<file path="src/source/ks_adder_params.svh">
//----------------------------------------------------------
// width and prefix depth for the Kogge-Stone adder
//----------------------------------------------------------

`ifndef KS_ADDER_PARAMS_SVH
`define KS_ADDER_PARAMS_SVH

// operand width in bits
`define KS_WIDTH 32

// prefix levels, log2 of the width
// must track KS_WIDTH, the tree spans 2**KS_LEVELS bits
`define KS_LEVELS 5

`endif

</file>
<file path="src/source/ks_adder_pkg.sv">
//----------------------------------------------------------
// adder types
//   operand word
//   bitwise generate / propagate / half-sum bundle
//   registered sum with carry-out
//----------------------------------------------------------

`include "ks_adder_params.svh"

package ks_adder_pkg;

	// one input operand
	typedef logic [`KS_WIDTH-1:0] operand_t;

	//----------------------------------------------------------
	// bitwise terms from the operand stage
	//----------------------------------------------------------
	typedef struct packed {
		// a and b, carry made at this bit
		logic [`KS_WIDTH-1:0] gen;
		// a or b, inclusive propagate
		logic [`KS_WIDTH-1:0] prop;
		// a xor b, sum before the incoming carry
		logic [`KS_WIDTH-1:0] half_sum;
	} pg_vec_t;

	//----------------------------------------------------------
	// adder output
	//----------------------------------------------------------
	// carry_out sits above sum so the struct reads as the full
	// KS_WIDTH+1 bit sum
	typedef struct packed {
		logic                 carry_out;
		logic [`KS_WIDTH-1:0] sum;
	} sum_result_t;

endpackage

</file>
<file path="src/source/ks_pg_stage.sv">
//----------------------------------------------------------
// operand stage
//   bitwise generate, propagate and half-sum
//   registered together with the valid strobe
//----------------------------------------------------------

`timescale 1ns/1ps

module ks_pg_stage
	import ks_adder_pkg::*;
(
	input  logic     clk,
	input  logic     rst,
	input  logic     in_valid,
	input  operand_t a,
	input  operand_t b,
	output pg_vec_t  pg,
	output logic     pg_valid
);

	pg_vec_t pg_next;

	//----------------------------------------------------------
	// bitwise terms
	//----------------------------------------------------------
	always_comb begin
		// carry generated here when both bits are set
		pg_next.gen = a & b;
		// an incoming carry passes on when either bit is set
		pg_next.prop = a | b;
		// sum bit ignoring the incoming carry
		pg_next.half_sum = a ^ b;
	end

	//----------------------------------------------------------
	// stage registers
	//----------------------------------------------------------
	// payload only moves on accepted operands
	always_ff @(posedge clk) begin
		if (in_valid) begin
			pg <= pg_next;
		end
	end

	always_ff @(posedge clk) begin
		if (rst) begin
			pg_valid <= 1'b0;
		end else begin
			pg_valid <= in_valid;
		end
	end

	//----------------------------------------------------------
	// checks
	//----------------------------------------------------------
	// the prefix tree's group terms rely on g implying p
	// or a generate could be masked by a low propagate
	// in the combine cell downstream
	a_gen_implies_prop : assert property (
		@(posedge clk) disable iff (rst)
		pg_valid |-> ((pg.gen & ~pg.prop) == '0)
	) else $error("generate bit set without its propagate bit");

endmodule

</file>
<file path="src/source/ks_prefix_tree.sv">
//----------------------------------------------------------
// Kogge-Stone prefix network
//   log2(width) levels of group generate/propagate cells
//   carry out of every bit, carry-in fixed at zero
//----------------------------------------------------------

`timescale 1ns/1ps

`include "ks_adder_params.svh"

module ks_prefix_tree
	import ks_adder_pkg::*;
(
	input  pg_vec_t  pg,
	output operand_t carries
);

	// level 0 is the bitwise terms, level k+1 the output of level k
	// g_lvl[k][i] covers bits i down to max(0, i - 2**k + 1)
	logic [`KS_LEVELS:0][`KS_WIDTH-1:0]   g_lvl;
	// last level's group propagates are never read, so stop one short
	logic [`KS_LEVELS-1:0][`KS_WIDTH-1:0] p_lvl;

	assign g_lvl[0] = pg.gen;
	assign p_lvl[0] = pg.prop;

	//----------------------------------------------------------
	// prefix levels
	//----------------------------------------------------------
	for (genvar k = 0; k < `KS_LEVELS; k++) begin : g_level
		// distance to the low partner at this level
		localparam int SPAN = 1 << k;

		for (genvar i = 0; i < `KS_WIDTH; i++) begin : g_node
			if (i >= SPAN) begin : g_combine
				// high group absorbs the adjacent low group
				// G = Gh | (Ph & Gl)
				assign g_lvl[k+1][i] = g_lvl[k][i] |
					(p_lvl[k][i] & g_lvl[k][i-SPAN]);

				if (k < `KS_LEVELS - 1) begin : g_prop
					// P = Ph & Pl
					assign p_lvl[k+1][i] = p_lvl[k][i] & p_lvl[k][i-SPAN];
				end
			end else begin : g_pass
				// group already reaches bit 0, nothing below to add
				assign g_lvl[k+1][i] = g_lvl[k][i];

				if (k < `KS_LEVELS - 1) begin : g_prop
					assign p_lvl[k+1][i] = p_lvl[k][i];
				end
			end
		end
	end

	//----------------------------------------------------------
	// carries
	//----------------------------------------------------------
	// every group now spans down to bit 0; with no carry-in its
	// generate is the carry out of that bit
	assign carries = g_lvl[`KS_LEVELS];

endmodule

</file>
<file path="src/source/ks_sum_stage.sv">
//----------------------------------------------------------
// sum stage
//   half-sums combined with carries from the prefix tree
//   registered sum, carry-out and valid
//----------------------------------------------------------

`timescale 1ns/1ps

`include "ks_adder_params.svh"

module ks_sum_stage
	import ks_adder_pkg::*;
(
	input  logic        clk,
	input  logic        rst,
	input  logic        pg_valid,
	input  pg_vec_t     pg,
	input  operand_t    carries,
	output sum_result_t result,
	output logic        out_valid
);

	sum_result_t result_next;

	//----------------------------------------------------------
	// sum formation
	//----------------------------------------------------------
	always_comb begin
		// bit i takes the carry out of bit i-1
		// bit 0 sees the zero carry-in
		result_next.sum = pg.half_sum ^ {carries[`KS_WIDTH-2:0], 1'b0};
		result_next.carry_out = carries[`KS_WIDTH-1];
	end

	//----------------------------------------------------------
	// output registers
	//----------------------------------------------------------
	always_ff @(posedge clk) begin
		if (pg_valid) begin
			result <= result_next;
		end
	end

	always_ff @(posedge clk) begin
		if (rst) begin
			out_valid <= 1'b0;
		end else begin
			out_valid <= pg_valid;
		end
	end

	//----------------------------------------------------------
	// checks
	//----------------------------------------------------------
	// one output pulse per pair leaving the operand stage
	a_valid_tracks_pg : assert property (
		@(posedge clk)
		!rst |=> (out_valid == $past(pg_valid))
	) else $error("out_valid does not follow pg_valid");

	// nothing comes out right after a reset cycle
	a_valid_low_after_rst : assert property (
		@(posedge clk)
		rst |=> !out_valid
	) else $error("out_valid high after reset");

endmodule

</file>
<file path="src/source/ks_adder_top.sv">
//----------------------------------------------------------
// pipelined 32-bit Kogge-Stone adder, latency 2
//   operand stage, prefix tree, sum stage
//----------------------------------------------------------

`timescale 1ns/1ps

module ks_adder_top
	import ks_adder_pkg::*;
(
	input  logic        clk,
	input  logic        rst,
	input  logic        in_valid,
	input  operand_t    a,
	input  operand_t    b,
	output logic        out_valid,
	output sum_result_t result
);

	// stage 1 to stage 2
	pg_vec_t  pg;
	logic     pg_valid;
	// tree output, combinational in the second cycle
	operand_t carries;

	//----------------------------------------------------------
	// cycle 1 bitwise terms
	//----------------------------------------------------------
	ks_pg_stage i_pg_stage (
		.clk      (clk),
		.rst      (rst),
		.in_valid (in_valid),
		.a        (a),
		.b        (b),
		.pg       (pg),
		.pg_valid (pg_valid)
	);

	//----------------------------------------------------------
	// cycle 2 carries and sum
	//----------------------------------------------------------
	ks_prefix_tree i_prefix_tree (
		.pg      (pg),
		.carries (carries)
	);

	ks_sum_stage i_sum_stage (
		.clk       (clk),
		.rst       (rst),
		.pg_valid  (pg_valid),
		.pg        (pg),
		.carries   (carries),
		.result    (result),
		.out_valid (out_valid)
	);

endmodule

</file>
<file path="config.mk">
export PLATFORM = sky130hd
export DESIGN_NAME = ks_adder_top
export DESIGN_NICKNAME = d
export VERILOG_FILES = /design/src/source/ks_adder_pkg.sv /design/src/source/ks_pg_stage.sv /design/src/source/ks_prefix_tree.sv /design/src/source/ks_sum_stage.sv /design/src/source/ks_adder_top.sv
export VERILOG_INCLUDE_DIRS = /design/src /design/src/source
export SDC_FILE = /design/constraint.sdc
export NUM_CORES = 1
export LEC_CHECK = 0
export ABC_AREA = 0
export CORE_MARGIN = 2
export CORE_UTILIZATION = 25
export CTS_CLUSTER_SIZE = 25
export DETAILED_ROUTE_END_ITERATION = 10
export DONT_BUFFER_PORTS = 1
export PLACE_DENSITY = 0.43
export SLEW_MARGIN = 20
export SYNTH_ARGS = -nofsm -noshare
export SYNTH_HDL_FRONTEND = slang
export SYNTH_SLANG_ARGS = --single-unit
export TNS_END_PERCENT = 10
</file>
<file path="constraint.sdc">
create_clock -name clk -period 6.35 [get_ports clk]
set_input_delay 0.635 -clock clk [delete_from_list [all_inputs] [get_ports clk]]
set_output_delay 0.635 -clock clk [all_outputs]
set_load 0.01 [all_outputs]
</file>
==> results.txt, run 1 <==
setup tns final - 0 ns
Synth cell types - 45
Num CTS Buffers - 17
RSZ-0062 raised after global routing - false
Root Driver - clkbuf_16
Cells after Synth - 476
IO buf count - 0
Synth Flop Type - edfxtp_1
Die Wd - 162 um
share of cells above drive strength 1 - 6.34%
synthesis-to-layout area growth - 15.4%
largest family of logic cells by synthesized area - adder cells
starting density of the core - 25.6%
DR pass1 iterations - 4
post-synth top area share - 61.6%
routed via count - 3414
full die area - 0.0262 sq mm
synth cell count leaders - 128 x edfxtp_1, 93 x inv_1, 63 x ha_1
Synth async-reset ratio - 0%
relative slew slack - 33.1%
crit path max fanout - 5
worst-margin pin slew - 1.00 ns
DRT iter0 DRCs - 176
Clock transition at path regs - 0.06 ns
Max Fclk - 418 MHz
Ports - 101
Post-synth EDFFs - 128
post-CTS sizing - 0
#FFs+latches synth - 130
Antenna Cells - 0
top-count cell post-synth - edfxtp_1
largest net degree at the start of global routing - 97
xor/xnor share of the synthesized area - 4.21%
Reg2Reg Setup Slack - 3.96 ns
Synth area leader - edfxtp_1
Filler cells - 2481
DRC errors left - 0
Final Hold Fails - 0
Worst EP required - 6.50 ns
Hold Path Class - primary input to flop
clock tree buffer depth - 2
final setup fails - 0
Rows - 57
Place WS - 3.95 ns
max-cap violations - 0
total routing usage reported by global routing - 10.6%
Chip Height - 162 um
vias in the first global route - 3619
min cycle time layout - 2.39 ns
routed len/inst - 16.0 um
clk sink count - 130
total congestion overflow - 0
status - complete, no violations
# hold bufs at CTS - 0
adder-cell area share of the yosys netlist - 12.6%
Synth area leaders - edfxtp_1 62%, ha_1 13%, inv_1 5.6%
Static Leak - 2.88 nW
worst hold margin - 0.283 ns
hpwl dp - 9510 um
DR vias/cell - 4.12
Final Max Slew Viols - 0
skew final - 0.00754 ns
CORE AREA - 0.0244 sq mm
Final WS setup - 3.96 ns
initial antenna violation count - 0
CTS tree - yes
Mapped Area - 0.00624 sq mm
number of setup buffers added after CTS - 0
RePlAce Congestion - 0.792
crit path DAT - 2.54 ns
post-synthesis simple-gate area fraction - 4.86%
mean post-synth cell area - 13.1 sq um
Setup crit start kind - flop
final period utilization - 37.6%
post-synthesis compound-gate area fraction - 10.3%
Peak VDD IR - 131 uV
Nets - 625
syn nets - 606
Pwr Density - 309 mW/mm^2
Setup crit end kind - flop
Seq/Total Area, Yosys - 62.3%
# H-tree levels - 4
Worst-Skew Late Latency - 0.41 ns
final WL - 13300 um
multiplexer area fraction after synthesis - 0.161%
ANT nets after route - 0
Synth Warn # - 0
WS Path Type - flop to flop
first-pass GRT wire length - 20600 um
## cell usage in the layout (no fill, tap or decap), types with 2 or more instances in the layout
cell type | netlist | layout
clkbuf_1 | 0 | 4
bufinv_16 | 0 | 3
nor2b_1 | 3 | 3
a211oi_2 | 2 | 2
clkbuf_16 | 0 | 17
ha_1 | 63 | 63
xnor2_1 | 15 | 15
a21oi_1 | 33 | 33
nand2_1 | 29 | 29
nand2b_1 | 2 | 2
o21ai_0 | 11 | 11
nor3_1 | 2 | 2
nand4_1 | 5 | 5
and3_1 | 4 | 4
a21o_1 | 15 | 15
clkinv_1 | 0 | 3
nand3_1 | 2 | 2
nor2_1 | 14 | 14
a31o_1 | 2 | 2
edfxtp_1 | 128 | 128
a211o_1 | 2 | 2
o21a_1 | 2 | 2
a311o_1 | 2 | 2
o31a_1 | 2 | 2
xor2_1 | 15 | 15
inv_1 | 93 | 93
o21ai_1 | 7 | 7
## kinds of logic (layout without fill, tap and decap cells)
| logic type | after synthesis | in the layout |
|---|---|---|
| adders and majority gates | 63 | 63 |
| AOI/OAI and AO/OA | 93 | 93 |
| buffers and inverters | 93 | 122 |
| xor gates and xnor gates | 30 | 30 |
| and+or+nand+nor | 66 | 66 |
| muxes | 1 | 1 |
| DFF | 130 | 130 |
## final cells by class
| class | instances | area, sq um | area share (%) |
|---|---|---|---|
| tap | 324 | 405 | 5.63 |
| inverter | 93 | 349 | 4.85 |
| multi-input combinational | 253 | 2000 | 27.8 |
| clock buffer | 21 | 440 | 6.12 |
| clock inverter | 8 | 114 | 1.58 |
| sequential | 130 | 3880 | 54.0 |
## path summary, 6_finish.rpt
check                                               to         startpoint  depth (start not counted)
worst max-delay path            i_sum_stage.result[27]  i_pg_stage.pg[64]                          7
worst min-delay path               i_pg_stage.pg_valid                rst                          1
worst max register to register  i_sum_stage.result[27]  i_pg_stage.pg[64]                          7
worst min register to register   i_sum_stage.result[0]   i_pg_stage.pg[0]                          0
## through the flow
step	cell area [sq um]	power, mW	instances	util, %
finish	7200	2.23	829	29.5
global route	7200	2.33	829	29.5
CTS	7200	2.27	829	29.5
detailed placement	6640	1.30	800	27.2
global placement	6640	1.30	800	27.2
floorplan	6240	1.23	476	-
## sequential cells by signal (all words and copies together) (netlist names)
signal	cells
i_sum_stage.result	33
i_pg_stage.pg	95
i_sum_stage.out_valid	1
i_pg_stage.pg_valid	1
## critical path, cell delays in order, from the launching register on
cell      delay, ns
edfxtp_1       0.44
a211oi_2       0.33
o21bai_4       0.14
a211oi_1       0.40
o21ai_1        0.24
a211oi_2       0.31
o21ai_1        0.12
xor2_1         0.15
## power breakdown
part / switching, mW / total (mW) / internal, mW
combinational: 0.0837 / 0.155 / 0.0717
sequential: 0.0725 / 1.12 / 1.05
clock: 0.344 / 0.950 / 0.606
total: 0.500 / 2.23 / 1.73
## per-layer routing
metal,routed length (um),vias up,GRT usage [%]
met5,0,-,0
met1,5840,1612,12.9
met4,125,0,3.06
met2,6030,94,16.3
li1,-,1698,-
met3,1250,10,5.36
Note: power is estimated with default switching activity, not from simulation.
==> run 2, diff against run 1 <==
ABC_AREA = 1   (was 0)
PLACE_DENSITY = 0.45   (was 0.43)
clock period = 2 ns   (was 6.35 ns; I/O delays follow)
==> results.txt, run 2 <==
min-delay src - in_valid
synth cell count leaders - 224 x nand2_1, 214 x inv_1, 128 x edfxtp_1
syn nets - 901
Static Leak - 4.22 nW
Internal - 5.32 mW
Crit-path slowest cell - edfxtp_1
Worst-Skew Late Latency - 0.42 ns
Final Hold Fails - 29
DR vias/cell - 3.87
Final Max Slew Viols - 0
Final WS setup - 0.337 ns
Hold Path End - i_pg_stage.pg[94]
total routing usage reported by global routing - 11.8%
Setup crit start kind - flop
routed via count - 4772
clk sink count - 130
most used cell along the critical path - nand2_1
#FFs+latches synth - 130
Setup crit end kind - flop
DR pass1 iterations - 6
Max Fclk - 601 MHz
mean post-synth cell area - 9.18 sq um
IO buf count - 0
Cells after Synth - 771
Synth Warn # - 0
crit path DAT - 1.84 ns
Clock transition at path regs - 0.06 ns
Pwr Density - 835 mW/mm^2
R2R Path End - i_sum_stage.result[29]
WP buf/inv - 0
Post-synth EDFFs - 128
RSZ-0062 raised after global routing - false
# H-tree levels - 4
Synth area leader - edfxtp_1
WS Path Type - flop to flop
skew final - 0.00845 ns
first-pass GRT wire length - 25600 um
worst hold margin - -0.105 ns
Reg2Reg Depth - 9
Peak VDD IR - 417 uV
largest net degree at the start of global routing - 97
Rows - 61
total congestion overflow - 0
relative slew slack - 81.8%
top flop regs - i_pg_stage.pg: 95 flops, i_sum_stage.result: 33 flops
share of cells above drive strength 1 - 6.09%
Root Driver - clkbuf_16
Die Wd - 172 um
DRC errors left - 0
Ports - 101
Reg2Reg Setup Slack - 0.34 ns
initial antenna violation count - 0
worst-margin pin slew - 0.273 ns
NetSw - 1.87 mW
final setup fails - 0
largest register by flop count - i_pg_stage.pg
Clk pwr share - 40.8%
vias in the first global route - 4711
CORE AREA - 0.0279 sq mm
CP cell instances - or2_4 -> nand3_2 -> nand2_2 -> nand2_1 -> nand2_1 -> nand2_1 -> nand2_1 -> nand2_1 -> nand2_1
Mapped Area - 0.00708 sq mm
top cell family by delay on the critical path - simple AND/OR/NAND/NOR gates
r2r startpoint - i_pg_stage.pg[66]
Seq/Total Area, Yosys - 54.9%
synthesis-to-layout area growth - 21.8%
Worst EP required - 2.18 ns
final WL - 16600 um
min cycle time layout - 1.66 ns
Logic pwr share - 10.3%
hpwl dp - 12600 um
final period utilization - 83.1%
max-cap violations - 0
Synth area leaders - edfxtp_1 54%, nand2_1 12%, inv_1 11%
fin util - 30.9%
Chip Height - 172 um
full die area - 0.0297 sq mm
Synth async-reset ratio - 0%
setup tns final - 0 ns
most frequent cells in the layout - 224 x nand2_1, 214 x inv_1, 128 x edfxtp_1
routed len/inst - 13.5 um
# hold bufs at CTS - 49
ANT nets after route - 0
clock tree buffer depth - 2
Place WS - 0.319 ns
Hold Path Class - primary input to flop
RePlAce Congestion - 0.808
Synth cell types - 19
commonest non-fill, non-tap cell in the layout - nand2_1
number of setup buffers added after CTS - 0
failing checks - hold timing
Antenna Cells - 0
Nets - 971
DRT iter0 DRCs - 190
starting density of the core - 25.4%
post-CTS sizing - 0
status - finished with violations
Sw Share - 26.0%
hold path cells - 0
Flop pwr share - 48.9%
CP max stage delay - 0.44 ns
post-synth top area share - 54.3%
Num CTS Buffers - 17
CTS tree - yes
top-count cell post-synth - nand2_1
Synth Flop Type - edfxtp_1
crit path max fanout - 4
max FFs per register - 95
## run 2: cell type report
cell class / count / area (sq um)
clock inverters: 14 / 115
repair buffers: 51 / 520
inverters: 214 / 803
multi-input cells: 427 / 2390
well taps: 378 / 473
flip-flops and latches: 130 / 3880
clock buffers: 18 / 429
fillers: 2888 / 19200
## run 2: through the flow
step / power (mW) / cells / hold WS (ns) / cell area (sq um)
2_1_floorplan: 4.00 / 771 / 0.271 / 7080
3_3_place_gp: 4.26 / 1150 / 0.267 / 7570
3_5_place_dp: 4.26 / 1150 / 0.270 / 7570
4_1_cts: 7.31 / 1231 / -0.127 / 8600
5_1_grt: 7.57 / 1232 / -0.135 / 8610
6_report: 7.20 / 1232 / -0.105 / 8610
## run 2: cell families (layout without fill, tap and decap cells)
kind of cell             after synthesis  count (layout)  synth area share [%]
AND/OR/NAND/NOR                      325             325                  18.9
XOR/XNOR                              16              16                  1.98
flip-flops                           130             130                  54.9
buffers and inverters                214             297                  11.4
adder cells (fa/ha/maj)               63              63                  11.1
AO/OA/AOI/OAI                         23              23                  1.70
## run 2: worst register-to-register path: stages, from the launching register on
cell and delay, ns:
edfxtp_1 0.44, or2_4 0.30, nand3_2 0.08, nand2_2 0.08, nand2_1 0.09, nand2_1 0.16, nand2_1 0.13, nand2_1 0.05
nand2_1 0.06, nand2_1 0.04
## run 2: power groups by stage
stage	clock network (mW)	logic, mW	registers (mW)
final	2.93	0.744	3.52
after global routing	3.14	0.872	3.55
after CTS	3.02	0.761	3.53
after detailed placement	0	0.680	3.58
after global placement	0	0.672	3.59
after floorplan	0	0.491	3.51
## run 2: worst max path at each step
| stage | slack [ns] | cells past startpoint | from | end |
|---|---|---|---|---|
| 2_1_floorplan | 0.60 | 9 | i_pg_stage.pg[66] | i_sum_stage.result[31] |
| 3_3_place_gp | 0.33 | 9 | i_pg_stage.pg[66] | i_sum_stage.result[21] |
| 3_5_place_dp | 0.32 | 9 | i_pg_stage.pg[66] | i_sum_stage.result[29] |
| 4_1_cts | 0.31 | 9 | i_pg_stage.pg[66] | i_sum_stage.result[29] |
| 5_1_grt | 0.19 | 10 | i_pg_stage.pg[48] | i_sum_stage.result[30] |
| 6_report | 0.34 | 9 | i_pg_stage.pg[66] | i_sum_stage.result[29] |
## run 2: layer usage
layer  GRT usage [%]  wire length (um)  share of wire [%]
met3            3.89               953                5.7
met4            4.06               265                1.6
met1            15.2              7720                 47
met5               0                 0                  0
met2            18.6              7670                 46
==> run 3, diff against run 2 <==
PLACE_DENSITY = 0.43   (was 0.45)
clock period = 1.61 ns   (was 2 ns; I/O delays follow)
==> results.txt, run 3 (synthesized netlist as in run 2, its figures left out) <==
Rows - 61
starting density of the core - 25.4%
skew final - 0.0177 ns
Final Hold Fails - 94
metal3 WL - 829 um
CORE AREA - 0.0279 sq mm
max-cap violations - 0
Crit-path slowest cell - edfxtp_1
Worst-Skew Late Latency - 0.43 ns
DR pass1 iterations - 5
Setup crit start kind - flop
Num CTS Buffers - 17
setup tns final - -0.00918 ns
Internal - 7.24 mW
total routing usage reported by global routing - 12.2%
top flop regs - i_pg_stage.pg: 95 flops, i_sum_stage.result: 33 flops
Root Driver - clkbuf_16
Die Wd - 172 um
Nets - 1024
largest register by flop count - i_pg_stage.pg
commonest non-fill, non-tap cell in the layout - inv_1
highest metal used - met4
most frequent cells in the layout - 211 x inv_1, 191 x nand2_1, 128 x edfxtp_1
full die area - 0.0297 sq mm
hpwl dp - 12900 um
final WL - 17400 um
Setup crit end kind - flop
M1 WL - 8180 um
WS Path Type - flop to flop
crit path DAT - 1.79 ns
initial antenna violation count - 0
routed wl met2 - 8150 um
max FFs per register - 95
CP max stage delay - 0.46 ns
vias in the first global route - 4961
Antenna Cells - 0
IO buf count - 0
DRT iter0 DRCs - 278
relative slew slack - 79.6%
min cycle time layout - 1.62 ns
Flop pwr share - 45.3%
crit path max fanout - 4
Static Leak - 4.52 nW
# H-tree levels - 4
final setup fails - 1
worst-margin pin slew - 0.304 ns
Chip Height - 172 um
routed via count - 4935
Clock transition at path regs - 0.06 ns
Hold Path Class - primary input to flop
clk sink count - 130
synthesis-to-layout area growth - 32.8%
RSZ-0062 raised after global routing - true
first-pass GRT wire length - 26500 um
Final Max Slew Viols - 0
Filler cells - 2855
clock tree buffer depth - 2
Worst EP required - 1.78 ns
share of cells above drive strength 1 - 13.7%
DRC errors left - 0
CP cell instances - nand2_2 -> inv_2 -> a21oi_2 -> nand2_4 -> nand2_4 -> nand2_4 -> buf_4 -> xor2_1
# hold bufs at CTS - 88
Ports - 101
failing checks - hold timing, setup timing
largest net degree at the start of global routing - 97
Peak VDD IR - 477 uV
Clk pwr share - 42.9%
ANT nets after route - 0
RePlAce Congestion - 0.779
final period utilization - 101%
Logic pwr share - 11.8%
DR vias/cell - 3.84
Final WS setup - -0.00918 ns
total congestion overflow - 0
NetSw - 2.44 mW
status - finished with violations
worst hold margin - -0.114 ns
CTS tree - yes
routed len/inst - 13.6 um
Max Fclk - 618 MHz
Pwr Density - 1030 mW/mm^2
Sw Share - 25.2%
most used cell along the critical path - nand2_4
fin util - 33.7%
-- run 3: cell count changes in the layout (fill, tap and decap cells not counted), sizes merged --
| cell | delta |
|---|---|
| buf | +15 |
| bufinv | +3 |
| clkbuf | -1 |
| clkinv | -4 |
| clkinvlp | -1 |
| dlygate4sd3 | +38 |
| inv | +3 |
-- run 3: metrics by stage --
stage | setup slack, ns | std cells | total power, mW | instance area, sq um
2_1_floorplan | 0.210 | 771 | 4.97 | 7080
3_3_place_gp | -0.0503 | 1157 | 5.33 | 7620
3_5_place_dp | -0.0556 | 1157 | 5.33 | 7620
4_1_cts | -0.0117 | 1280 | 9.73 | 9170
5_1_grt | -0.0694 | 1285 | 10.1 | 9400
6_report | -0.00918 | 1285 | 9.68 | 9400
-- run 3: final cells by class --
| type | count | area (sq um) | share of cell area [%] |
|---|---|---|---|
| Multi-Input combinational cell | 427 | 2590 | 27.6 |
| Tap cell | 378 | 473 | 5.03 |
| Clock buffer | 17 | 425 | 4.53 |
| Inverter | 214 | 803 | 8.55 |
| Clock inverter | 15 | 203 | 2.16 |
| Sequential cell | 130 | 3880 | 41.3 |
| Timing Repair Buffer | 104 | 1010 | 10.8 |
-- run 3: power groups by stage --
stage	combinational (mW)	clock [mW]	sequential, mW
final	1.14	4.15	4.39
after global routing	1.31	4.40	4.43
after CTS	1.07	4.27	4.39
after detailed placement	0.872	0	4.46
after global placement	0.866	0	4.46
after floorplan	0.610	0	4.36
-- run 3: critical path, delay by kind of cell, from the launching register on --
family / cells / cell delay, ns
AO/OA/AOI/OAI: 1 / 0.17
buffers and inverters: 2 / 0.20
AND/OR/NAND/NOR: 4 / 0.41
flip-flops: 1 / 0.46
XOR/XNOR: 1 / 0.14
-- run 3: worst paths after layout --
check / start / end / slack [ns] / cells past startpoint
hold reg to reg: i_pg_stage.pg[0] / i_sum_stage.result[0] / 0.42 / 0
hold / removal: in_valid / i_pg_stage.pg[7] / -0.11 / 0
setup / recovery: i_pg_stage.pg[37] / i_sum_stage.result[11] / -0.009 / 8
setup reg to reg: i_pg_stage.pg[37] / i_sum_stage.result[11] / -0.009 / 8
-- run 3: layer usage --
metal / global-route usage (%) / vias up
li1: - / 2595
met1: 15.6 / 2239
met2: 19.8 / 87
met3: 3.30 / 14
met4: 4.09 / 0
met5: 0 / -
-- run 3: repair_timing --
item                                    CTS  global route
endpoints found under the setup margin    4            21
pin swaps                                 3            25
resized for setup                         4            61
setup buffers                             3             5
endpoints found under the hold margin   156            95
